### src/rtl/procPkg.sv
/*
 * Shared widths, opcodes and stage payloads for the five-stage core.
 * Instruction formats (word addressed, 16 bits):
 *   ALU        op[15:11] rs[10:8] rt[7:5] rd[4:2] funct[1:0]
 *   ADDI/LD/ST op[15:11] rs[10:8] rt[7:5] imm5[4:0]  (LD writes rt, ST stores rt)
 *   LBI        op[15:11] rd[10:8] imm8[7:0]
 *   BEQZ/BNEZ  op[15:11] rs[10:8] imm8[7:0],  J  op[15:11] disp11[10:0]
 * Branch and jump target is pc + 1 + sign-extended offset.
 */
package procPkg;

    localparam int dataW    = 16;    // Data and instruction width
    localparam int regAddrW = 3;     // Eight registers

    typedef enum logic [4:0] {
        opHalt = 5'b00000,
        opNop  = 5'b00001,
        opJ    = 5'b00100,
        opAddi = 5'b01000,
        opBeqz = 5'b01100,
        opBnez = 5'b01101,
        opSt   = 5'b10000,
        opLd   = 5'b10001,
        opLbi  = 5'b11000,
        opAlu  = 5'b11011    // Register-register, op picked by funct
    } opcodeT;

    typedef enum logic [1:0] {
        fnAdd = 2'b00,
        fnSub = 2'b01,       // rs - rt
        fnXor = 2'b10,
        fnAnd = 2'b11
    } functT;

    typedef struct packed {
        logic             valid;
        logic [dataW-1:0] pc;
        logic [dataW-1:0] instr;
    } ifIdT;

    typedef struct packed {
        logic                valid;
        logic [dataW-1:0]    pc;
        opcodeT              opcode;
        functT               funct;
        logic [dataW-1:0]    rsVal;
        logic [dataW-1:0]    rtVal;     // Also store data
        logic [dataW-1:0]    immExt;
        logic [regAddrW-1:0] writeAddr;
        logic                regWrite;
        logic                memRead;
        logic                memWrite;
        logic                isBranch;
        logic                isJump;
        logic                halt;
    } idExT;

    typedef struct packed {
        logic                valid;
        logic [dataW-1:0]    aluOut;    // Result or memory address
        logic [dataW-1:0]    rtVal;
        logic [regAddrW-1:0] writeAddr;
        logic                regWrite;
        logic                memRead;
        logic                memWrite;
        logic                halt;
    } exMemT;

    typedef struct packed {
        logic                valid;
        logic [dataW-1:0]    aluOut;
        logic [dataW-1:0]    memOut;
        logic [regAddrW-1:0] writeAddr;
        logic                regWrite;
        logic                memRead;   // Selects memOut at writeback
        logic                halt;
    } memWbT;

endpackage

### src/rtl/execute.sv
/*
 * Execute stage, purely combinational.
 * Computes ALU, immediate, LBI and address results, and resolves
 * BEQZ, BNEZ and J. A taken branch or a jump pulses redirect with target.
 */
`timescale 1ns/100ps

module execute import procPkg::*; (
    input  idExT             exIn,
    output exMemT            exOut,
    output logic             redirect,
    output logic [dataW-1:0] target
);

    logic [dataW-1:0] aluOut;
    logic             rsZero;
    logic             taken;

    always_comb begin
        aluOut = '0;
        case (exIn.opcode)
            opAlu: begin
                case (exIn.funct)
                    fnAdd: aluOut = exIn.rsVal + exIn.rtVal;
                    fnSub: aluOut = exIn.rsVal - exIn.rtVal;
                    fnXor: aluOut = exIn.rsVal ^ exIn.rtVal;
                    fnAnd: aluOut = exIn.rsVal & exIn.rtVal;
                    default: aluOut = '0;
                endcase
            end
            opAddi, opLd, opSt: aluOut = exIn.rsVal + exIn.immExt;  // Sum or address
            opLbi:              aluOut = exIn.immExt;
            default:            aluOut = '0;
        endcase
    end

    // Branch on rs against zero
    assign rsZero   = (exIn.rsVal == '0);
    assign taken    = exIn.isJump ||
                      (exIn.isBranch && ((exIn.opcode == opBeqz) ? rsZero : !rsZero));
    assign redirect = exIn.valid && taken;
    assign target   = exIn.pc + dataW'(1) + exIn.immExt;

    always_comb begin
        exOut.valid     = exIn.valid;
        exOut.aluOut    = aluOut;
        exOut.rtVal     = exIn.rtVal;
        exOut.writeAddr = exIn.writeAddr;
        exOut.regWrite  = exIn.regWrite;
        exOut.memRead   = exIn.memRead;
        exOut.memWrite  = exIn.memWrite;
        exOut.halt      = exIn.halt;
    end

endmodule

### config.mk
export PLATFORM = sky130hd
export DESIGN_NAME = execute
export DESIGN_NICKNAME = d
export VERILOG_FILES = /design/src/rtl/procPkg.sv /design/src/rtl/execute.sv
export SDC_FILE = /design/constraint.sdc
export NUM_CORES = 1
export LEC_CHECK = 0
export BUFFER_PORTS_ARGS = -buffer_cell sky130_fd_sc_hd__buf_2
export CAP_MARGIN = 20
export CORE_MARGIN = 4
export CORE_UTILIZATION = 47
export DETAILED_ROUTE_END_ITERATION = 16
export PLACE_DENSITY = 0.82
export SETUP_SLACK_MARGIN = 0.3
export SYNTH_ARGS = -nofsm -noshare
export SYNTH_HDL_FRONTEND = slang
export SYNTH_SLANG_ARGS = --single-unit
### constraint.sdc
create_clock -name vclk -period 2.7
set_clock_uncertainty 0.1 [all_clocks]
set_input_delay 0 -clock vclk [all_inputs]
set_output_delay 0 -clock vclk [all_outputs]
set_load 0.1 [all_outputs]
---- Word level (Yosys, flattened, before mapping) ----
Cells that the tools add are included.
word-level totals
  register bits ........................... 0
  word-level logic and storage cells ...... 26
  input bits .............................. 81
operators by class
  equality and inequality tests ........... 9
  multiplexer cells ....................... 3
  bitwise operators ....................... 2
  reduce and logical (&&, ||, !) cells .... 7
  add/sub/neg operators ................... 5
operators with widths
  operator               number
  $pmux 16 s4            1
  $add 16x16->16         3
  $pmux 16 s3            1
  $eq 5x5->1 const B     4
  $add 16x1->16 const B  1
  $and 16x16->16         1
  $logic_not 16->1       1
  $sub 16x16->16         1
  $xor 16x16->16         1
  $eq 5x4->1 const B     2
  $eq 2x2->1 const B     2
  $reduce_or 3->1        1
  $eq 2x1->1 const B     1
  $logic_and 1x1->1      2
  $logic_not 2->1        1
  $logic_not 1->1        1
  $logic_or 1x1->1       1
  $mux 1                 1

---- Longest topological paths before layout ----
  depth in word-level cells ............... 6
  depth in mapped cells ................... 15
  depth with buffers taken out ............ 14

---- Least setup slack after synthesis ----
Ideal clock, no wire load.
  path kind ............................... input -> output
  from .................................... input exIn[57] (netlist name)
  to ...................................... output exOut[31] (netlist name)
  cell stages on the path ................. 13
  arrival time ............................ 4.430 ns
  slack ................................... -1.830 ns
  data required time ...................... 2.600 ns
  path through ............................ clkbuf_1 > nor2b_1 > clkbuf_1 > nor2_1 > xnor2_1 > ha_1 > nor2b_1 > o2111ai_1 > and3_1 > nor2_1 > xnor2_1 > o21ai_0 > o21ai_0
RTL lines
  item             line           source
  start, declared  execute.sv:9   input idExT exIn,
  end, declared    execute.sv:10  output exMemT exOut,

==> run metrics <==
placed cell areas 0.00486 sq mm; total negative slack -1550 ps; Die H 92.4 um; global-route wire length before repair between 15000 and 20000 um; Final Hold Fails 0; WP data arrival 2960 ps; Post-Syn Area 0.00334 sq mm; Tightest Pin Transition 984 ps; sequential cell count 0; RePlAce Congestion slightly above 0.9; final setup fails 7; Final WS setup -362 ps; failing checks setup timing; area leader, netlist ha_1; Peak VDD IR a little under 0.2 mV; Setup Crit Path Kind in2out; Initial DRC Count 360; vias 4586; P_int ~0.80 mW; Post-DRT Antenna Nets 0; total track usage 0.278; Clock Power Share 0; Slew HR 0.342; DR DRC count 0; Lkg Pwr about 2.6 nW; Slew Limit Fails 0; RSZ-0062 raised after global routing yes; Rows 30; Cell Chain, Critical Path buf_2 -> nor3_4 -> nand3b_1 -> nor2b_4 -> xnor2_2 -> ha_1 -> buf_4 -> o31ai_1 -> a31oi_4 -> a211o_1 -> nor2_2 -> o31ai_2 -> mux2i_2 -> nand3_4 -> buf_12; CP Data Required Time 2600 ps; ANT cells 0; fmax 0.327 GHz; Register Area 0 sq um; number of library cell types mapped by synthesis 50; post-synthesis sequential area ratio 0; clock buffers 0; Sw Share 0.634; total power draw roughly 2.2 mW; Worst Hold Class in2out; top post-synthesis cells by area ha_1, xnor2_1, buf_4; floorplan core area between 0.006 and 0.007 sq mm; CP Capture Type output pin; vias in the first global route 4302; area of the multi-input gates 0.00369 sq mm; Max-Cap Viols 0; Reg power frac 0; syn nets roughly 610; Slowest-stage cell, CP o31ai_1; period utilization 1.13; slowest stage delay, CP 500 ps; Worst Path Max Fanout 4; die area 0.00853 sq mm; initial core utilization 0.487; Vias/cell 6.30; hold_ws 282 ps; PortBufs 124; initial antenna violation count 0; Gate power share 1.000; net switching power about 1.4 mW; pin count of the biggest net entering global routing 21; post-DR wirelength/cell 20.4 um; Boundary Pins 138; Detailed Routing Iterations Pass 1 5; Synth Warn # 0; drt total wl 14900 um; syn_area_per_cell 7.22 sq um; minimum clock period 3060 ps; share of the synthesized area in the top cell type 0.232; Post-DP HPWL 9600 um; share of post-route cells with drive strength above 1 0.478; crit start category input port; GRT overflow 0; number of fillers in the final layout roughly 400; DIE WIDTH 92.4 um; post-route cell area 0.00551 sq mm; outcome finished with violations; Area Growth Syn to Fin 64.8%; Nets 780; PwrDens 396 mW/mm^2; Cells after Synth around 460
-- cell families (layout without fill, tap and decap cells) --
family	after synthesis	after routing	synth area share
simple gates	141	141	0.201
compound gates	130	130	0.264
fa+ha+maj	65	65	0.250
buf+inv	56	225	0.0898
xor+xnor	50	50	0.131
mux	21	21	0.0643
-- critical path, delay by kind of cell --
family          cells  cell delay (ps)
xor+xnor            1              130
buf+inv             3              470
fa+ha+maj           1              230
simple gates        5              810
compound gates      4             1060
mux                 1              250
-- final timing paths --
check | startpoint | to | slack, ps | cells past startpoint
setup / recovery | exIn[29] | exOut[38] | -360 | 15
hold / removal | exIn[80] | exOut[39] | 280 | 2
-- per-stage QoR --
stage          instances   util  setup slack, ps
3_3_place_gp         700  0.708             -138
2_1_floorplan        463      -             -143
3_5_place_dp         700  0.708             -223
6_report             728  0.803             -362
4_1_cts              717  0.756             -129
5_1_grt              728  0.803             -388
-- repair_timing --
action | CTS | global route
setup buffers | 10 | 11
gates resized for setup | 42 | 56
hold buffers | 7 | 0
pin swaps | 22 | 36
endpoints found under the setup margin | 12 | 19
cloned | 0 | 0
endpoints found under the hold margin | 7 | 0
-- routing by layer --
| metal | global-route usage | up-vias | part of all wire |
|---|---|---|---|
| met5 | 0 | - | 0 |
| met4 | 0.0829 | 0 | 0.053 |
| met3 | 0.0130 | 80 | 0.10 |
| met2 | 0.523 | 330 | 0.48 |
| met1 | 0.338 | 2153 | 0.36 |
| li1 | - | 2023 | - |
-- synth_stat cells, drive strengths merged (10+ instances only) --
cell type / instances
nor2: 46
xor2: 12
nand3: 10
nor3: 15
buf: 24
xnor2: 38
o21ai: 32
clkbuf: 11
a21oi: 31
nand2: 30
ha: 62
nor2b: 10
mux2i: 17
inv: 21
-- power by group through the flow --
| stage | registers [mW] | clock network, mW | logic, mW |
|---|---|---|---|
| floorplan | 0 | 0 | 1.37 |
| global placement | 0 | 0 | 1.76 |
| detailed placement | 0 | 0 | 1.80 |
| CTS | 0 | 0 | 1.94 |
| global route | 0 | 0 | 2.27 |
| finish | 0 | 0 | 2.18 |
-- final cells by class --
class / instances / share of cell area
Inverter: 21 / 0.0157
Multi-Input combinational cell: 407 / 0.669
Tap cell: 96 / 0.0218
Timing Repair Buffer: 204 / 0.293
-- placed cells by master, fill, tap and decap left out, drive strengths merged, types with 3 or more instances in the layout --
| master | instances |
|---|---|
| buf | 197 |
| ha | 62 |
| nor2 | 46 |
| xnor2 | 38 |
| o21ai | 32 |
| a21oi | 31 |
| nand2 | 30 |
| inv | 21 |
| mux2i | 17 |
| nor3 | 15 |
| xor2 | 12 |
| nand3 | 10 |
| nor2b | 10 |
| a22oi | 9 |
| a31oi | 9 |
| nand2b | 7 |
| dlygate4sd3 | 7 |
| o21a | 6 |
| nor4 | 6 |
| a211oi | 5 |
| a21o | 4 |
| mux2 | 4 |
| and3 | 4 |
| a221oi | 4 |
| a221o | 4 |
| nand4 | 3 |
| o211ai | 3 |
| fa | 3 |
| o31ai | 3 |
| o21bai | 3 |
| o2111ai | 3 |
No activity file was read; power rests on OpenSTA's default activity.
