<file path="config.mk">
export PLATFORM = sky130hd
export DESIGN_NAME = pipeReg
export DESIGN_NICKNAME = d
export VERILOG_FILES = /design/src/rtl/procPkg.sv /design/src/rtl/pipeReg.sv
export SDC_FILE = /design/constraint.sdc
export NUM_CORES = 1
export LEC_CHECK = 0
export ABC_AREA = 1
export BUFFER_PORTS_ARGS = -buffer_cell sky130_fd_sc_hd__buf_2
export CORE_UTILIZATION = 41
export CTS_BUF_LIST = sky130_fd_sc_hd__clkbuf_4
export CTS_CLUSTER_DIAMETER = 120
export DETAILED_ROUTE_END_ITERATION = 7
export PLACE_DENSITY_LB_ADDON = 0.3
export SLEW_MARGIN = 20
export SYNTH_ARGS = -nofsm -noshare
export SYNTH_HDL_FRONTEND = slang
export SYNTH_SLANG_ARGS = --single-unit
export TNS_END_PERCENT = 10
</file>
<file path="constraint.sdc">
create_clock -name clk -period 4.4 [get_ports clk]
set_input_delay 0.88 -clock clk [delete_from_list [all_inputs] [get_ports clk]]
set_output_delay 0.88 -clock clk [all_outputs]
set_load 0.005 [all_outputs]
</file>
<file path="src/rtl/procPkg.sv">
/*
 * Shared widths, opcodes and stage payloads for the five-stage core.
 * Instruction formats (word addressed, 16 bits):
 *   ALU        op[15:11] rs[10:8] rt[7:5] rd[4:2] funct[1:0]
 *   ADDI/LD/ST op[15:11] rs[10:8] rt[7:5] imm5[4:0]  (LD writes rt, ST stores rt)
 *   LBI        op[15:11] rd[10:8] imm8[7:0]
 *   BEQZ/BNEZ  op[15:11] rs[10:8] imm8[7:0],  J  op[15:11] disp11[10:0]
 * Branch and jump target is pc + 1 + sign-extended offset.
 */
package procPkg;

    localparam int dataW    = 16;    // Data and instruction width
    localparam int regAddrW = 3;     // Eight registers

    typedef enum logic [4:0] {
        opHalt = 5'b00000,
        opNop  = 5'b00001,
        opJ    = 5'b00100,
        opAddi = 5'b01000,
        opBeqz = 5'b01100,
        opBnez = 5'b01101,
        opSt   = 5'b10000,
        opLd   = 5'b10001,
        opLbi  = 5'b11000,
        opAlu  = 5'b11011    // Register-register, op picked by funct
    } opcodeT;

    typedef enum logic [1:0] {
        fnAdd = 2'b00,
        fnSub = 2'b01,       // rs - rt
        fnXor = 2'b10,
        fnAnd = 2'b11
    } functT;

    typedef struct packed {
        logic             valid;
        logic [dataW-1:0] pc;
        logic [dataW-1:0] instr;
    } ifIdT;

    typedef struct packed {
        logic                valid;
        logic [dataW-1:0]    pc;
        opcodeT              opcode;
        functT               funct;
        logic [dataW-1:0]    rsVal;
        logic [dataW-1:0]    rtVal;     // Also store data
        logic [dataW-1:0]    immExt;
        logic [regAddrW-1:0] writeAddr;
        logic                regWrite;
        logic                memRead;
        logic                memWrite;
        logic                isBranch;
        logic                isJump;
        logic                halt;
    } idExT;

    typedef struct packed {
        logic                valid;
        logic [dataW-1:0]    aluOut;    // Result or memory address
        logic [dataW-1:0]    rtVal;
        logic [regAddrW-1:0] writeAddr;
        logic                regWrite;
        logic                memRead;
        logic                memWrite;
        logic                halt;
    } exMemT;

    typedef struct packed {
        logic                valid;
        logic [dataW-1:0]    aluOut;
        logic [dataW-1:0]    memOut;
        logic [regAddrW-1:0] writeAddr;
        logic                regWrite;
        logic                memRead;   // Selects memOut at writeback
        logic                halt;
    } memWbT;

endpackage

</file>
<file path="src/rtl/pipeReg.sv">
/*
 * Stage register shared by all four pipeline boundaries.
 * payloadT is one of the stage structs and must carry a valid bit.
 * rst or flush turns the entry into a bubble, hold keeps it.
 */
`timescale 1ns/100ps

module pipeReg import procPkg::*; #(
    parameter type payloadT = ifIdT
) (
    input  logic    clk,
    input  logic    rst,
    input  logic    hold,
    input  logic    flush,
    input  payloadT d,
    output payloadT q
);

    always_ff @(posedge clk) begin
        if (rst || flush) begin
            q.valid <= 1'b0;   // Bubble, flush beats hold
        end else if (!hold) begin
            q <= d;
        end
    end

endmodule

</file>
== Word level (Yosys, flattened, before mapping) ==
Index checks and enable logic that the tools add are counted.

* Bitwise operators: 2
* Reductions and logical operators: 2

{| class="wikitable"
|+ Operators with widths
! operator !! number
|-
| NOT 1 bit || 2
|-
| AND reduction 2 bit || 1
|-
| logical OR 1 bit || 1
|}

* Register bits: 33
* Output and inout bits: 33
* Word-level logic and storage cells: 7

== Logic depth before layout (Yosys ltp) ==
* Depth in word-level cells: 3
* Gate-level depth with buffers: 4

== Worst setup path before layout ==
No wires, ideal clock.

* Kind: input port to flip-flop
* Start point: input hold
* End point: register q[0] (netlist name), enable pin
* Setup time: 461 ps
* Data arrival time: 3160 ps
* Slack: 779 ps
* Stages on the path: 1
* Path through: nor3_1

* Longest elaborated chain between the ends: 2

{| class="wikitable"
|+ RTL lines
! element !! RTL line !! RTL
|-
| start: declaration || pipeReg.sv:13 || <nowiki>input logic hold,</nowiki>
|-
| NOT 1 bit (no line) || - ||
|-
| AND reduction 2 bit (no line) || - ||
|-
| end: declaration || pipeReg.sv:16 || <nowiki>output payloadT q</nowiki>
|}

No other way between the ends.
A chain may end at the register's enable or synchronous reset.

== Worst setup path in the final report ==
* Start point: register q[28] (netlist name)
* End point: output q[28] (netlist name)

No word-level cell between the ends.

==> metrics list <==
- The flow ran to the end, and the final reports show no timing, DRC or antenna violations.
- At the worst endpoint, the required time is 3520 ps.
* Proportion of power drawn by the clock network: 0.270
- Data arrival, critical path: 850 ps
* Most flop-heavy register: q
* Clock slew seen by the registers of the worst setup and hold paths: approximately 100 ps
* Total routing usage reported by global routing: 0.162
- Using the TritonRoute via totals, the vias-per-cell ratio works out to 4.29.
- When the netlist entered floorplanning its net count stood at 77.
- Max FFs per register: 33
- Die width: 51.7 µm
* Peak supply drop: 0.287 mV
- Total global routing overflow: 0
* Unrepaired setup endpoints after global routing: false
- Net switching power of the design: 111 µW
- Once placement completed, the tool counted placed cells totaling about 140.
- In this run the worst hold path is classified as flip-flop to flip-flop.
- # fillers: between 150 and 200
- Largest stage delay, worst path: 390 ps
* Ant. Diodes: 0
- Post-synthesis cell count: 40
* Synthesized area: 1010 µm²
- Of the total power, combinational logic draws 0.069.
- Biggest fanout along the worst timing path: 1
* HPWL after DPL: about 1.3 mm
- Hold is met by 549 ps.
* Relative area change from synthesis to final layout: 43.8%
* Hold wc startpoint: q[32]$_SDFFE_PP0N_
- Internal Pwr Total: 439 µW
* Max Root-Sink Buffers: 2
- Sequential-to-total area share from yosys stat: 0.970
* Starting density of the core: 0.444
* Post-CTS Hold Fix Bufs: 0
* Maximum number of pins on one net before global-route repair: 33
- For this run, the post-layout net count is 154.
- The setup check on the worst reg-to-reg path leaves a slack of 3790 ps.
- Setup Viol. Count Final: 0
* Drt wl/cell: 12.6 µm
* Final clock period utilization by the worst path: 0.393
* Count of final hold-check violations: 0
- Post-CTS resize count: 0
- Slew @ Worst Pin: 400 ps
- The core region is 2280 µm².
* Post-CTS Setup Repair Bufs: 0
- H-Tree Level Count: 2
- First-pass iteration count of the detailed router: 6
- Once layout is complete, the cells apart from fillers number 146.
* Number of global-route vias before repair: 586
- Yosys warnings: 0
* Start-to-end type of the worst setup path: flip-flop to output pin
* Number of cells on the worst reg-to-reg path: 4
* Worst path bufs/invs: 1
- After synthesis the netlist holds a flip-flop and latch count of 33.
- Cell with the largest stage delay on the worst path: sky130_fd_sc_hd__edfxtp_1
- STA classifies the critical path endpoint as an output pin.
- Cell family with the largest share of critical-path delay: flip-flops
- Dividing total power by cell area gives a power density of between 300 and 400 nW/µm².
- Worst max-slew margin expressed relative to the limit: 0.733
- Critical path startpoint category: flip-flop
* Library cell used as clock root buffer: sky130_fd_sc_hd__clkbuf_4
- Pins Over Slew Limit: 0
- The later pin in the worst-skew pair is clocked with a latency of about 320 ps.
- Final estimated routing congestion in global placement: between 0.6 and 0.7
* Die area: 2670 µm²
- Along the worst hold path, the cell count comes to 4.
* Number of DRC violations after detailed-routing iteration 0: 20
- Detailed routing inserted a total of about 630 vias.
* Unique masters post-synth: 7
* TritonCTS clock tree: built
- Max Fclk: 0.579 GHz
- Of the total power, registers draw 0.661.
* Largest registers in the final layout: q x33
* Post-Synthesis Mean Instance Area: between 20 and 30 µm²
* Summed negative setup slack over all endpoints: 0 ps
- Top library cells by usage in the layout, fill and taps aside: sky130_fd_sc_hd__buf_2 (69), sky130_fd_sc_hd__edfxtp_1 (32), sky130_fd_sc_hd__clkbuf_4 (5)
- The worst path needs around 1700 ps of the cycle, external delays included.
- The biggest area contributor in the post-synthesis netlist is sky130_fd_sc_hd__edfxtp_1.
- The initial antenna violation count was 0.
- Ports placed on the boundary: 70
- Quantity of I/O buffers inserted on ports: 69
- Final standard cell utilization of the core: 0.639
- CP cell instances: buf_2
- Number of standard-cell rows in the floorplan: 17
* Largest clock skew in the final design: 0 ps
- By area the synthesized netlist is led by sky130_fd_sc_hd__edfxtp_1 (95%), sky130_fd_sc_hd__dfxtp_1 (2.0%), sky130_fd_sc_hd__nand2_1 (0.74%), sky130_fd_sc_hd__nor2_1 (0.74%), sky130_fd_sc_hd__nor2_2 (0.62%).
- In the routed design, unresolved DRC markers number 0.
- Measured along the y axis, the die boundary spans 51.7 µm.
- The first global-routing pass estimated 2.67 mm of wire.
- Of the total power, the share spent switching nets is 0.201.
* Most common cell after layout, fill and taps aside: sky130_fd_sc_hd__buf_2
* Fraction of final layout cells with drive strength greater than 1: 0.661
- After detailed routing, the total wire length is 1.85 mm.
- The worst hold path terminates at q[32]$_SDFFE_PP0N_.
- DRT antenna net count: 0
- Buffers inserted during clock tree synthesis total 5.
* Endpoint of the most critical register-to-register path: q[32]$_SDFFE_PP0N_
- Top-area cell type share of the netlist area: 0.950
- The tool flagged a number of max-cap violations equal to 0.
- Launch instance of the worst register-to-register path: q[32]$_SDFFE_PP0N_
- Counting every sink on the clock net gives 33.
* Leakage: 0.625 nW
==> cells by family after synthesis <==
group | share of synthesized area
buf+inv | 0.00371
simple gates | 0.0260
flops | 0.970
==> per-layer routing <==
| metal | up-vias | share of wire | GRT usage |
|---|---|---|---|
| met1 | 273 | 0.36 | 0.145 |
| met5 | - | 0 | 0 |
| met4 | 0 | 0.0092 | 0.0946 |
| met3 | 2 | 0.13 | 0.137 |
| li1 | 306 | - | - |
| met2 | 45 | 0.50 | 0.245 |
==> power by group through the flow <==
stage	registers (mW)	logic, mW	clock network, mW
finish	0.364	0.0377	0.148
detailed placement	0.371	0.0381	0
floorplan	0.374	0.00442	0
global route	0.365	0.0421	0.169
CTS	0.364	0.0381	0.156
global placement	0.370	0.0366	0
==> synthesized netlist by cell type <==
library cell / n
sky130_fd_sc_hd__edfxtp_1: 32
sky130_fd_sc_hd__nor2_2: 1
sky130_fd_sc_hd__inv_1: 1
sky130_fd_sc_hd__nor2_1: 2
sky130_fd_sc_hd__nor3_1: 1
sky130_fd_sc_hd__dfxtp_1: 1
sky130_fd_sc_hd__nand2_1: 2
==> stage by stage <==
stage                     power [mW]  cell area [µm²]  setup slack [ps]
after floorplan                0.379             1010               779
after global placement         0.407             1400              2530
after detailed placement       0.409             1400              2500
after CTS                      0.558             1450              2630
after global routing           0.576             1450              2610
final                          0.550             1450              2670
==> worst max-delay path by stage <==
stage,start,endpoint,slack (ps),cells after the start
floorplan,hold,q[0]$_DFFE_PP_,780,1
global placement,hold,q[11]$_DFFE_PP_,2530,3
detailed placement,hold,q[22]$_DFFE_PP_,2500,3
CTS,q[28]$_DFFE_PP_,q[28],2630,1
global route,q[10]$_DFFE_PP_,q[10],2610,1
finish,q[28]$_DFFE_PP_,q[28],2670,1
==> cell type report <==
| class | count | area (µm²) | share of cell area |
|---|---|---|---|
| Inverter | 1 | 3.75 | 0.00258 |
| Multi-Input combinational cell | 6 | 31.3 | 0.0215 |
| Clock buffer | 5 | 37.5 | 0.0258 |
| Sequential cell | 33 | 981 | 0.675 |
| Timing Repair Buffer | 70 | 353 | 0.243 |
| Clock inverter | 3 | 12.5 | 0.00861 |
| Tap cell | 28 | 35.0 | 0.0241 |
Note: power is estimated with default switching activity, not from simulation.
