## src/rtl/procPkg.sv

```systemverilog
/*
 * Shared widths, opcodes and stage payloads for the five-stage core.
 * Instruction formats (word addressed, 16 bits):
 *   ALU        op[15:11] rs[10:8] rt[7:5] rd[4:2] funct[1:0]
 *   ADDI/LD/ST op[15:11] rs[10:8] rt[7:5] imm5[4:0]  (LD writes rt, ST stores rt)
 *   LBI        op[15:11] rd[10:8] imm8[7:0]
 *   BEQZ/BNEZ  op[15:11] rs[10:8] imm8[7:0],  J  op[15:11] disp11[10:0]
 * Branch and jump target is pc + 1 + sign-extended offset.
 */
package procPkg;

    localparam int dataW    = 16;    // Data and instruction width
    localparam int regAddrW = 3;     // Eight registers

    typedef enum logic [4:0] {
        opHalt = 5'b00000,
        opNop  = 5'b00001,
        opJ    = 5'b00100,
        opAddi = 5'b01000,
        opBeqz = 5'b01100,
        opBnez = 5'b01101,
        opSt   = 5'b10000,
        opLd   = 5'b10001,
        opLbi  = 5'b11000,
        opAlu  = 5'b11011    // Register-register, op picked by funct
    } opcodeT;

    typedef enum logic [1:0] {
        fnAdd = 2'b00,
        fnSub = 2'b01,       // rs - rt
        fnXor = 2'b10,
        fnAnd = 2'b11
    } functT;

    typedef struct packed {
        logic             valid;
        logic [dataW-1:0] pc;
        logic [dataW-1:0] instr;
    } ifIdT;

    typedef struct packed {
        logic                valid;
        logic [dataW-1:0]    pc;
        opcodeT              opcode;
        functT               funct;
        logic [dataW-1:0]    rsVal;
        logic [dataW-1:0]    rtVal;     // Also store data
        logic [dataW-1:0]    immExt;
        logic [regAddrW-1:0] writeAddr;
        logic                regWrite;
        logic                memRead;
        logic                memWrite;
        logic                isBranch;
        logic                isJump;
        logic                halt;
    } idExT;

    typedef struct packed {
        logic                valid;
        logic [dataW-1:0]    aluOut;    // Result or memory address
        logic [dataW-1:0]    rtVal;
        logic [regAddrW-1:0] writeAddr;
        logic                regWrite;
        logic                memRead;
        logic                memWrite;
        logic                halt;
    } exMemT;

    typedef struct packed {
        logic                valid;
        logic [dataW-1:0]    aluOut;
        logic [dataW-1:0]    memOut;
        logic [regAddrW-1:0] writeAddr;
        logic                regWrite;
        logic                memRead;   // Selects memOut at writeback
        logic                halt;
    } memWbT;

endpackage

```

## src/rtl/fetch.sv

```systemverilog
/*
 * Fetch stage. Holds the PC and the instruction memory.
 * With run low the load port fills instruction memory and fetch emits bubbles.
 * With run high the PC steps by one unless stalled, halting or redirected.
 * A redirect from execute reloads the PC and always wins.
 */
`timescale 1ns/100ps

module fetch import procPkg::*; #(
    parameter int imemDepth = 256
) (
    input  logic             clk,
    input  logic             rst,
    input  logic             run,
    input  logic             progWe,
    input  logic [dataW-1:0] progAddr,
    input  logic [dataW-1:0] progData,
    input  logic             stall,
    input  logic             halting,
    input  logic             redirect,
    input  logic [dataW-1:0] target,
    output ifIdT             ifOut
);

    localparam int imemAW = $clog2(imemDepth);

    logic [dataW-1:0] imem [imemDepth];  // Program store, no reset
    logic [dataW-1:0] pc;
    logic             stopped;           // HALT went through decode
    logic             advance;

    assign advance = run && !stall && !halting && !stopped;

    // Load port, only while the core is parked
    always_ff @(posedge clk) begin
        if (!run && progWe) begin
            imem[progAddr[imemAW-1:0]] <= progData;
        end
    end

    always_ff @(posedge clk) begin
        if (rst) begin
            pc      <= '0;
            stopped <= 1'b0;
        end else begin
            if (redirect) begin
                pc <= target;                 // Taken branch or jump
            end else if (advance) begin
                pc <= pc + dataW'(1);
            end
            // A HALT flushed by a redirect in the same cycle does not count
            if (halting && !redirect) begin
                stopped <= 1'b1;
            end
        end
    end

    // Combinational read at the PC, bubble when not advancing
    always_comb begin
        ifOut.valid = advance;
        ifOut.pc    = pc;
        ifOut.instr = imem[pc[imemAW-1:0]];
    end

endmodule

```

## config.mk

```make
export PLATFORM = sky130hd
export DESIGN_NAME = fetch
export DESIGN_NICKNAME = d
export VERILOG_FILES = /design/src/rtl/procPkg.sv /design/src/rtl/fetch.sv
export SDC_FILE = /design/constraint.sdc
export NUM_CORES = 2
export LEC_CHECK = 0
export ABC_AREA = 1
export BUFFER_PORTS_ARGS = -buffer_cell sky130_fd_sc_hd__buf_2
export CORE_MARGIN = 4
export CORE_UTILIZATION = 54
export DETAILED_ROUTE_END_ITERATION = 12
export PLACE_DENSITY = 0.74
export SETUP_SLACK_MARGIN = 0.1
export SYNTH_ARGS = -nofsm -noshare
export SYNTH_HDL_FRONTEND = slang
export SYNTH_SLANG_ARGS = --single-unit
```

## constraint.sdc

```tcl
create_clock -name clk -period 2.9 [get_ports clk]
set_clock_uncertainty 0.1 [all_clocks]
set_input_delay 0.435 -clock clk [delete_from_list [all_inputs] [get_ports clk]]
set_output_delay 0.435 -clock clk [all_outputs]
set_load 0.005 [all_outputs]
```

# Word level (Yosys, flattened, before mapping)
# Memories as Yosys holds them, arrays and structs flattened. A register that Yosys moved wholly into a read port is not among the register bits.
# Cells that the tools add are included.
dict set report op_classes {
  addsub 1
  mux 6
  n_reduce_logical 11
}
# cell n
set op_table {}
lappend op_table {{$mux 16} 2}
lappend op_table {{$add 16x1->16 const B} 1}
lappend op_table {{$mux 8} 2}
lappend op_table {{$logic_and 1x1->1} 5}
lappend op_table {{$logic_not 1->1} 5}
lappend op_table {{$mux 1} 2}
lappend op_table {{$reduce_bool 2->1} 1}
dict set report totals {
  ff_bits 17
  ramBits 4096
  input_bits 55
  output_inout_bits 33
  elab_cells 21
  mem_count 1
}
# name words word_bits rd rd_clocked_by_memory_dff wr line
set mem_list {}
lappend mem_list {imem 256 16 1 1 1 fetch.sv:27} ;# logic [dataW-1:0] imem [imemDepth];

# Depth between registers and ports, before layout
dict set report logic_depth {
  depth_word 8
  depth_mapped 15
  mapped_depth_nobuf 11
}

# Worst setup path after synthesis
# No wires, ideal clock.
dict set report synth_path {
  path_kind {in2reg}
  from {input port progWe}
  to {memory imem[181][0], enable pin}
  t_arrival_ps 2106
  setup_slack_ps 285
  cell_stages 5
  n_path_buf 1
  path_cell_list {inv_1 -> nor2_1 -> clkbuf_1 -> inv_1 -> nor3_1}
}
dict set report synth_via {
  elab_chain_len 3
}
# item line
set synth_rtl {}
lappend synth_rtl {{start: declaration} fetch.sv:15} ;# input logic progWe,
lappend synth_rtl {{$logic_and 1x1->1} fetch.sv:36} ;# if (!run && progWe) begin
lappend synth_rtl {{$mux 1} fetch.sv:36}
lappend synth_rtl {{$mux 1 (implied by the code)} fetch.sv:37} ;# imem[progAddr[imemAW-1:0]] <= progData;
lappend synth_rtl {{end: declaration} fetch.sv:27}
# No other way between the ends.

==> impl_metrics.env <==
export IMPL_outcome="finished, violations left"
export IMPL_violations="negative setup slack"
export IMPL_core_sq_um=306000
export IMPL_ys_seq_elements=4121
export IMPL_cts_buffers=406
export IMPL_initialDrtViolationCount=18800
export IMPL_std_cell_rows=203
export IMPL_min_to="pc[9]"
export IMPL_finalNetCount=14700
export IMPL_yosysWarnings=0
export IMPL_crit_fanout=9
export IMPL_grt_pass1_wl_microns=719000
export IMPL_drt_pass1_iter_count=8
export IMPL_drc_errors=0
export IMPL_cap_violations=0
export IMPL_placed_area_sq_um=179000
export IMPL_hp_class="primary input to flop"
export IMPL_worstMarginPinSlew_ns=0.956
export IMPL_power_density_nw_per_um2=655
export IMPL_io_pins=88
export IMPL_synth_area_sq_um=166000
export IMPL_power_total_w=0.131
export IMPL_cts_tree="done"
export IMPL_ctsLongestPathBuffers=4
export IMPL_cp_arrival_ns=3.65
export IMPL_wire_per_inst_microns=26.0
export IMPL_holdCritStartpoint="run"
export IMPL_setup_viol=16
export IMPL_avgSynthCellArea_sq_um=12.1
export IMPL_routed_via_count=118000
export IMPL_layout_common_cells="nand2_1, edfxtp_1, nand3_1"
export IMPL_peakVddDrop_v=0.000561
export IMPL_final_hold_viol_count=0
export IMPL_rsz0062_at_grt="yes"
export IMPL_final_common_cell="nand2_1"
export IMPL_die_h_microns=563
export IMPL_finalWorstSetupSlack_ns=-1.28
export IMPL_clk_pin_slew_worst_paths_ns=0.06
export IMPL_clock_fmax_mhz=239
export IMPL_cp_end_kind="output port"
export IMPL_syn_inst=13700
export IMPL_layout_drive_gt1_share=0.176
export IMPL_cts_sinks=4121
export IMPL_min_path_cells=6
export IMPL_grt_ovfl_total=0
export IMPL_fp_dieArea_sq_um=317000
export IMPL_grt_pass1_vias=112000
export IMPL_period_share=1.44
export IMPL_h_tree_depth=5
export IMPL_grt_total_usage=0.302
export IMPL_ant_nets=0
export IMPL_holdWs_ns=0.154
export IMPL_synth_cell_types=25
export IMPL_die_w_microns=563
export IMPL_area_growth_pct=20.6
export IMPL_timing_rr_start="pc[0]"
export IMPL_startpoint_type="flop"
export IMPL_antenna_found_initial=21
export IMPL_slew_viol_final=0
export IMPL_critPathKind="flop to output port"
export IMPL_synth_top_cell_area_share=0.739
export IMPL_fin_tns_setup_ns=-19.30
export IMPL_ys_seq_area_frac=0.742
export IMPL_slew_headroom=0.363
export IMPL_dp_hpwl_microns=288000
export IMPL_wl_microns=497000
export IMPL_gp_congestion=0.958
export IMPL_min_period_ns=4.18
export IMPL_fin_util=0.655
export IMPL_r2r_cells=11
export IMPL_initial_core_util=0.543
export IMPL_r2r_setup_slack_ns=0.23
export IMPL_avgViaCountPerCell=6.17
export IMPL_yosys_area_top_type="edfxtp_1"
export IMPL_clock_latency_ns=0.96
export IMPL_r2r_end="pc[12]"
export IMPL_syn_nets=13800
export IMPL_cellLeakagePower_nw=72.1
export IMPL_io_buffers=79
export IMPL_required_ns=2.37
export IMPL_final_area_sq_um=201000
export IMPL_grt_max_degree=97
export IMPL_root_buffer="clkbuf_16"
export IMPL_netlist_top_cells_area="edfxtp_1, nand3_1, nand2_1, buf_2, buf_4"
[area by class of cell]
cell class,count,area [sq um]
Antenna cell,16,40.0
Clock buffer,483,10500
Clock inverter,258,2590
Fill cell,20400,106000
Inverter,48,233
Multi-Input combinational cell,8625,41500
Sequential cell,4121,124000
Tap cell,4100,5130
Timing Repair Buffer,1446,17200
Timing Repair inverter,2,28.8
[metal layers]
layer / GRT usage / share of wire
met1: 0.405 / 0.35
met2: 0.472 / 0.47
met3: 0.0690 / 0.13
met4: 0.144 / 0.055
met5: 0 / 0.00011
[worst max path at each step]
stage,startpoint,to,slack (ns),cells past startpoint
2_1_floorplan,progWe,imem[181][0],0.28,5
3_3_place_gp,flop,ifOut[11],-0.66,15
3_5_place_dp,flop,ifOut[10],-0.66,15
4_1_cts,flop,ifOut[9],-1.15,18
5_1_grt,flop,ifOut[12],-1.33,19
6_report,flop,ifOut[14],-1.28,19
[cell usage after synthesis]
cell / number
edfxtp_1: 4096
buf_1: 79
inv_4: 2
dfxtp_1: 25
inv_1: 44
ha_1: 1
a21oi_1: 9
clkbuf_1: 151
nand3b_1: 1
nand3_1: 4039
buf_2: 502
nor3_1: 2
inv_2: 2
o21ai_0: 8
xnor2_1: 7
buf_12: 1
nand4_1: 3
nor2_1: 292
o211ai_1: 1
a31oi_1: 8
buf_6: 53
o221ai_1: 1
nand2_1: 4247
buf_4: 155
xor2_1: 6
[logic make-up after synthesis]
logic type | share of synthesized area
AOI/OAI and AO/OA | 0.000910
DFF | 0.742
and+or+nand+nor | 0.224
buffers and inverters | 0.0321
adders and majority gates | 0.0000752
xor gates and xnor gates | 0.000684
[state kept, by name, indices dropped and copies added, names as in the netlist, named ones only]
register / count
pc: 16
imem: 4096
stopped: 1
[stage by stage]
step           instances  setup slack (ns)
4_1_cts            19000             -1.15
3_3_place_gp       18100            -0.657
2_1_floorplan      13700             0.285
3_5_place_dp       18100            -0.665
5_1_grt            19100             -1.33
6_report           19100             -1.28
[where the power goes]
part | leakage (nW) | internal [W] | switching [W]
registers | 37.0 | 0.0655 | 0.0000720
clock network | 6.36 | 0.0290 | 0.0229
logic | 28.7 | 0.00486 | 0.00916
[critical path, cell delays in order, from the launching register on]
cell,delay [ns]
dfxtp_4,0.36
buf_12,0.15
inv_16,0.09
buf_16,0.19
buf_12,0.13
buf_16,0.14
buf_6,0.12
nand2_1,0.10
nand3_2,0.09
nand3_2,0.10
nand3_2,0.09
nand3_2,0.12
nand3_2,0.12
buf_6,0.15
nand3_2,0.12
nand2_2,0.11
nand2_2,0.07
buf_12,0.15
nand2_4,0.09
buf_2,0.13
[what timing repair did]
item	4_1_cts	5_1_grt
resized for setup	614	348
hold endpoints to repair	988	0
cloned	47	31
hold buffers	57	0
buffers inserted	45	28
pin swaps	75	98
endpoints found under the setup margin	16	16
Note: power is estimated with default switching activity, not from simulation.
