File: src/rtl/procPkg.sv
/*
 * Shared widths, opcodes and stage payloads for the five-stage core.
 * Instruction formats (word addressed, 16 bits):
 *   ALU        op[15:11] rs[10:8] rt[7:5] rd[4:2] funct[1:0]
 *   ADDI/LD/ST op[15:11] rs[10:8] rt[7:5] imm5[4:0]  (LD writes rt, ST stores rt)
 *   LBI        op[15:11] rd[10:8] imm8[7:0]
 *   BEQZ/BNEZ  op[15:11] rs[10:8] imm8[7:0],  J  op[15:11] disp11[10:0]
 * Branch and jump target is pc + 1 + sign-extended offset.
 */
package procPkg;

    localparam int dataW    = 16;    // Data and instruction width
    localparam int regAddrW = 3;     // Eight registers

    typedef enum logic [4:0] {
        opHalt = 5'b00000,
        opNop  = 5'b00001,
        opJ    = 5'b00100,
        opAddi = 5'b01000,
        opBeqz = 5'b01100,
        opBnez = 5'b01101,
        opSt   = 5'b10000,
        opLd   = 5'b10001,
        opLbi  = 5'b11000,
        opAlu  = 5'b11011    // Register-register, op picked by funct
    } opcodeT;

    typedef enum logic [1:0] {
        fnAdd = 2'b00,
        fnSub = 2'b01,       // rs - rt
        fnXor = 2'b10,
        fnAnd = 2'b11
    } functT;

    typedef struct packed {
        logic             valid;
        logic [dataW-1:0] pc;
        logic [dataW-1:0] instr;
    } ifIdT;

    typedef struct packed {
        logic                valid;
        logic [dataW-1:0]    pc;
        opcodeT              opcode;
        functT               funct;
        logic [dataW-1:0]    rsVal;
        logic [dataW-1:0]    rtVal;     // Also store data
        logic [dataW-1:0]    immExt;
        logic [regAddrW-1:0] writeAddr;
        logic                regWrite;
        logic                memRead;
        logic                memWrite;
        logic                isBranch;
        logic                isJump;
        logic                halt;
    } idExT;

    typedef struct packed {
        logic                valid;
        logic [dataW-1:0]    aluOut;    // Result or memory address
        logic [dataW-1:0]    rtVal;
        logic [regAddrW-1:0] writeAddr;
        logic                regWrite;
        logic                memRead;
        logic                memWrite;
        logic                halt;
    } exMemT;

    typedef struct packed {
        logic                valid;
        logic [dataW-1:0]    aluOut;
        logic [dataW-1:0]    memOut;
        logic [regAddrW-1:0] writeAddr;
        logic                regWrite;
        logic                memRead;   // Selects memOut at writeback
        logic                halt;
    } memWbT;

endpackage

File: src/rtl/decode.sv
/*
 * Decode stage. Turns the fetched word into idEx controls, reads the
 * register file and extends immediates.
 * The register file writes before it reads, so only idEx and exMem
 * destinations can cause a stall. A stalled instruction sends a bubble.
 * halting flags a HALT in decode, err flags an unknown opcode.
 */
`timescale 1ns/100ps

module decode import procPkg::*; (
    input  logic                clk,
    input  logic                rst,
    input  ifIdT                idIn,
    input  idExT                exPeek,
    input  exMemT               memPeek,
    input  logic                wbEn,
    input  logic [regAddrW-1:0] wbAddr,
    input  logic [dataW-1:0]    wbData,
    output idExT                idOut,
    output logic                stall,
    output logic                halting,
    output logic                err
);

    localparam int numRegs = 2 ** regAddrW;

    logic [dataW-1:0]    regs [numRegs];
    opcodeT              opcode;
    logic [regAddrW-1:0] rs;
    logic [regAddrW-1:0] rt;
    logic [regAddrW-1:0] rd;
    logic                readsRs;
    logic                readsRt;
    logic                illegal;
    idExT                dec;

    // Pending write to addr from an older instruction still in flight
    function automatic logic busy(input logic [regAddrW-1:0] addr,
                                  input idExT ex, input exMemT mem);
        logic exHit;
        logic memHit;
        exHit  = ex.valid && ex.regWrite && (ex.writeAddr == addr);
        memHit = mem.valid && mem.regWrite && (mem.writeAddr == addr);
        return exHit || memHit;
    endfunction

    assign opcode = opcodeT'(idIn.instr[15:11]);
    assign rs     = idIn.instr[10:8];
    assign rt     = idIn.instr[7:5];
    assign rd     = idIn.instr[4:2];

    // Register file, writeback port
    always_ff @(posedge clk) begin
        if (rst) begin
            for (int i = 0; i < numRegs; i++) begin
                regs[i] <= '0;
            end
        end else if (wbEn) begin
            regs[wbAddr] <= wbData;
        end
    end

    always_comb begin
        dec         = '0;
        dec.pc      = idIn.pc;
        dec.opcode  = opcode;
        dec.funct   = functT'(idIn.instr[1:0]);
        dec.rsVal   = (wbEn && wbAddr == rs) ? wbData : regs[rs];  // Write before read
        dec.rtVal   = (wbEn && wbAddr == rt) ? wbData : regs[rt];
        readsRs     = 1'b0;
        readsRt     = 1'b0;
        illegal     = 1'b0;
        case (opcode)
            opAlu: begin
                dec.writeAddr = rd;
                dec.regWrite  = 1'b1;
                readsRs       = 1'b1;
                readsRt       = 1'b1;
            end
            opAddi: begin
                dec.immExt    = {{(dataW-5){idIn.instr[4]}}, idIn.instr[4:0]};
                dec.writeAddr = rt;
                dec.regWrite  = 1'b1;
                readsRs       = 1'b1;
            end
            opLbi: begin
                dec.immExt    = {{(dataW-8){idIn.instr[7]}}, idIn.instr[7:0]};
                dec.writeAddr = rs;               // Destination sits in rs slot
                dec.regWrite  = 1'b1;
            end
            opLd: begin
                dec.immExt    = {{(dataW-5){idIn.instr[4]}}, idIn.instr[4:0]};
                dec.writeAddr = rt;
                dec.regWrite  = 1'b1;
                dec.memRead   = 1'b1;
                readsRs       = 1'b1;
            end
            opSt: begin
                dec.immExt    = {{(dataW-5){idIn.instr[4]}}, idIn.instr[4:0]};
                dec.memWrite  = 1'b1;
                readsRs       = 1'b1;             // Base address
                readsRt       = 1'b1;             // Store data
            end
            opBeqz, opBnez: begin
                dec.immExt    = {{(dataW-8){idIn.instr[7]}}, idIn.instr[7:0]};
                dec.isBranch  = 1'b1;
                readsRs       = 1'b1;
            end
            opJ: begin
                dec.immExt    = {{(dataW-11){idIn.instr[10]}}, idIn.instr[10:0]};
                dec.isJump    = 1'b1;
            end
            opHalt: dec.halt = 1'b1;
            opNop:  ;                              // No side effects
            default: illegal = 1'b1;               // Passes down as a no-op
        endcase
    end

    // Interlock on either source still waiting for its producer
    assign stall = idIn.valid &&
                   ((readsRs && busy(rs, exPeek, memPeek)) ||
                    (readsRt && busy(rt, exPeek, memPeek)));

    always_comb begin
        idOut       = dec;
        idOut.valid = idIn.valid && !stall;  // Bubble while stalling
    end

    assign halting = idIn.valid && (opcode == opHalt);
    assign err     = idIn.valid && illegal;

endmodule

File: config.mk
export PLATFORM = sky130hd
export DESIGN_NAME = decode
export DESIGN_NICKNAME = d
export VERILOG_FILES = /design/src/rtl/procPkg.sv /design/src/rtl/decode.sv
export SDC_FILE = /design/constraint.sdc
export NUM_CORES = 1
export LEC_CHECK = 0
export BUFFER_PORTS_ARGS = -buffer_cell sky130_fd_sc_hd__buf_2
export CELL_PAD_IN_SITES_DETAIL_PLACEMENT = 1
export CELL_PAD_IN_SITES_GLOBAL_PLACEMENT = 2
export CORE_MARGIN = 2
export CORE_UTILIZATION = 34
export CTS_BUF_LIST = sky130_fd_sc_hd__clkbuf_8
export CTS_CLUSTER_DIAMETER = 150
export DETAILED_ROUTE_END_ITERATION = 8
export GPL_TIMING_DRIVEN = 0
export PLACE_DENSITY = 0.86
export SLEW_MARGIN = 25
export SYNTH_ARGS = -nofsm -noshare
export SYNTH_HDL_FRONTEND = slang
export SYNTH_SLANG_ARGS = --single-unit
File: constraint.sdc
create_clock -name clk -period 3 [get_ports clk]
set_input_delay 0.75 -clock clk [delete_from_list [all_inputs] [get_ports clk]]
set_output_delay 0.75 -clock clk [all_outputs]
set_load 0.005 [all_outputs]
Word level (Yosys, flattened, before mapping) --
Memory sizes are Yosys's and may differ from the RTL's. Cells that the tools add are included.
Cells by class: reductions and logical operators 27, bitwise gates (word level) 0, add/sub/neg operators 0, div/mod/pow operators 0, multiplexer cells 20, equal/unequal tests 15, shift operators 0, $mul 0, order comparisons 0
Operator list (number):
- 16-bit two-way mux | 3
- 16-bit one-hot mux with 3 select lines | 1
- 5-bit == test, second input constant | 4
- 3-bit == test | 6
- 16-bit OR reduction | 1
- 5-bit by 4-bit == test with 1-bit output, second input constant | 3
- 1-bit logical AND | 14
- 1-bit two-way mux | 14
- 4-bit one-hot mux with 3 select lines | 1
- 10-bit OR reduction | 1
- 2-bit OR reduction | 3
- 3-bit OR reduction | 2
- 6-bit OR reduction | 1
- 5-bit by 1-bit == test with 1-bit output, second input constant | 1
- 5-bit by 3-bit == test with 1-bit output, second input constant | 1
- 5-bit logical NOT | 1
- 1-bit logical OR | 3
- 3-bit two-way mux | 1
- 1-bit logical NOT | 1
Word-level totals: output and inout bits 84, latch bits 0, bits in read-only memories 0, memories kept 1, memory bits (writable) 128, word-level logic and storage cells 63, register bits after elaboration 0
Memory list:
- regs | words 8, width 16, rd ports 2, clocked after Yosys merged registers in 0, wr ports 8, line decode.sv:27 | logic [dataW-1:0] regs [numRegs];

Longest topological paths before layout --
word-level depth 8, depth in mapped cells 6

Least setup slack after synthesis --
No wires, ideal clock.
kind input port to output port, start input port idIn[11] (netlist name), end output port idOut[20] (netlist name), stages 6, slack 0.230 ns, arrival time 2.020 ns, required time 2.250 ns, path through buf_6 > or3b_4 > a2111oi_4 > a21o_1 > a21o_2 > buf_4
RTL lines:
- from (decl) | line decode.sv:13 | input ifIdT idIn,
- to (decl) | line decode.sv:19 | output idExT idOut,

==> results.md <==
- Status: finished clean
- Critical-path maximum fanout: 10
- CTS tree: built
- Max-cap violations: 0
- Cell Chain, Critical Path: buf_2, clkbuf_4, nor2b_2, a31o_2, a21o_1, a21o_2, buf_4, buf_2
- Slowest CP cell: a31o_2
- Placed Area: 8890 sq um
- Core Area: 22700 sq um
- Leak pwr: 3.76 nW
- Min cycle time layout: 2.94 ns
- Chip Width: 157 um
- Fin worst setup slack: 0.0555 ns
- Number of vias per cell: 5.35
- Max-slew violations: 0
- Num rows: 55
- Unique masters post-synth: 48
- Cell Area, Synth: 7910 sq um
- Multi-input gate area: 3650 sq um
- Synthesized area per cell: 13.3 sq um
- Fmax: 340 MHz
- Register area: 3840 sq um
- Starting density of the core: 34.8%
- Remaining Overflow, GRT: 0
- Setup TNS: 0 ns
- Iteration-0 DRC count of the detailed router: 400
- # setup viols final: 0
- Io pins: 260
- Worst Tran Pin Value: 0.987 ns
- Final ANT Viol Nets: 0
- Layout area overhead: 19.5%
- Post-synthesis mux area share: 22.3%
- NumNets Final: 919
- Reg with most FFs: regs
- Maximum VDD drop: 0.274 mV
- # clock sinks: 128
- FILL cells: 2427
- Max_slew headroom: 33.7%
- Die H: 157 um
- Crit path required time: 2.25 ns
- Synth Area in XOR/XNOR: 1.99%
- CTS root buf: clkbuf_8
- Final period util: 98.2%
- Vias: 5573
- Post-layout util: 41.6%
- I/O Buffers: 124
- Initial antenna violation count: 0
- CP arrival: 2.19 ns
- H-tree levels: 4
- Die area: 24500 sq um
- Post-route cell area: 9450 sq um
- Hold Path Class: input port to flop
- Largest family of logic cells by synthesized area: multiplexers
- Synth Area in Simple Gates: 16.8%
- Post-place setup slack: -0.294 ns
- Pre-Repair DR Iteration Count: 5
- Critical Path Max Stage Delay: 0.25 ns
- Max FFs per register: 128
- Synth Register Bits: 128
- Critical path type: input port to output port
- Share of post-route cells with drive strength above 1: 40.5%
- Register area share after synthesis: 48.6%
- Routability cong.: 0.760
- Cell mode on critical path: buf_2
- Cts hold-fix bufs: 0
- Cells after Synth: 596
- WL final: 24.4 mm
- PD cells: 487 nW/um^2
- Final Hold Fails: 0
- Reg clk slew, reported paths: 0.08 ns
- Biggest regs: regs (128)
- Post-Syn Nets: 772
- Worst setup EP type: output port
- First-pass GRT wire length: 36.1 mm
- Detail-routed net length per standard cell: 23.4 um
- Ys Warns: 0
- DRC: 0
- Antenna Cells: 0
- Num CTS Buffers: 17
- GRT Total Usage: 20.4%
- Final Power: 0.00461 W
- Post-synthesis adder-cell area fraction: 0%
- Clock buffer depth: 2
- Vias in the first global route: 6031
- Largest net degree at the start of global routing: 17
- Worst setup SP type: input port
- Dpl hpwl: 17.1 mm
- Compound-Gate Fraction of Synth Area: 4.82%
==> per-layer routing <==
| layer | vias up | share of wire (%) | GRT usage (%) |
|---|---|---|---|
| met5 | - | 0 | 0 |
| li1 | 2498 | - | - |
| met3 | 29 | 5.8 | 3.52 |
| met1 | 2860 | 39 | 23.5 |
| met4 | 0 | 1.8 | 6.55 |
| met2 | 186 | 54 | 38.1 |
==> cell usage in the layout, fill, tap and decap left out, types with 4 or more instances in the layout <==
master,count
a21o_1,6
a21o_2,4
a21oi_1,34
and2_1,134
buf_2,129
buf_4,36
buf_6,7
bufinv_16,5
clkbuf_1,8
clkbuf_2,5
clkbuf_4,12
clkbuf_8,17
clkinv_1,5
edfxtp_1,128
mux2i_1,32
mux4_2,64
nand2_1,4
nand2b_1,4
nor2_1,42
nor4_1,6
or2_2,8
xnor2_1,6
xor2_1,12
==> logic make-up (layout without fill, tap and decap cells) <==
kind of cell / after synthesis / count (layout)
compound gates: 59 / 59
xor+xnor: 18 / 18
buf+inv: 72 / 232
flops: 128 / 128
mux: 96 / 96
simple gates: 223 / 223
==> area by class of cell <==
class	instances	area share [%]
sequential	128	40.7
clock inverter	15	2.10
inverter	1	0.0397
timing repair buffer	128	6.88
multi-input combinational	396	38.6
buffer	71	5.49
clock buffer	17	2.47
tap	285	3.77
==> what timing repair did <==
action | 4_1_cts | 5_1_grt
pin swaps | 1 | 1
endpoints found under the hold margin | 0 | 0
setup buffers | 2 | 2
gates resized for setup | 20 | 18
endpoints found under the setup margin | 34 | 25
==> path summary, 6_finish.rpt <==
path | from | endpoint | cells after the start
max | idIn[15] | idOut[21] | 8
min | wbData[6] | regs[2][6] | 2
==> per-stage QoR <==
stage | hold WS, ns | std cells
floorplan | 0.948 | 596
global placement | 1.16 | 1005
detailed placement | 1.17 | 1005
CTS | 0.692 | 1039
global route | 0.715 | 1041
finish | 0.706 | 1041
==> critical path: cells and delay by family <==
family / cells / cell delay (ns)
AO/OA/AOI/OAI: 3 / 0.67
buffers and inverters: 4 / 0.57
AND/OR/NAND/NOR: 1 / 0.19
==> Yosys cell counts (all sizes together) <==
cell type,number,area (sq um)
nor2,44,170
xnor2,6,52.6
o22ai,2,12.5
inv,1,3.75
a22o,3,26.3
buf,53,368
a2111oi,1,27.5
mux2i,32,320
clkbuf,18,68.8
nand2b,4,25.0
nor4bb,1,10.0
or2,10,62.6
nor4b,2,23.8
nand4,2,12.5
nand3b,1,7.51
nor3,3,31.3
and2b,1,7.51
a21o,10,80.1
a31o,1,8.76
o21ai,3,15.0
a21boi,1,7.51
nor2b,2,12.5
and3,3,18.8
o31a,1,8.76
xor2,12,105
nor3b,2,20.0
nand3,2,10.0
o21a,1,7.51
nor4,6,37.5
a21oi,34,170
nand2,4,15.0
edfxtp,128,3840
or3b,2,22.5
a221oi,1,8.76
and2,134,838
a311oi,1,8.76
mux4,64,1440
==> report_power, final <==
group	internal (W)	switching (W)	leakage [nW]	total, W
Sequential	0.00208	0.0000575	1.23	0.00214
Clock	0.000969	0.000692	0.218	0.00166
Combinational	0.000393	0.000416	2.31	0.000808
Total	0.00344	0.00116	3.76	0.00461
(Power assumes the default switching activity.)
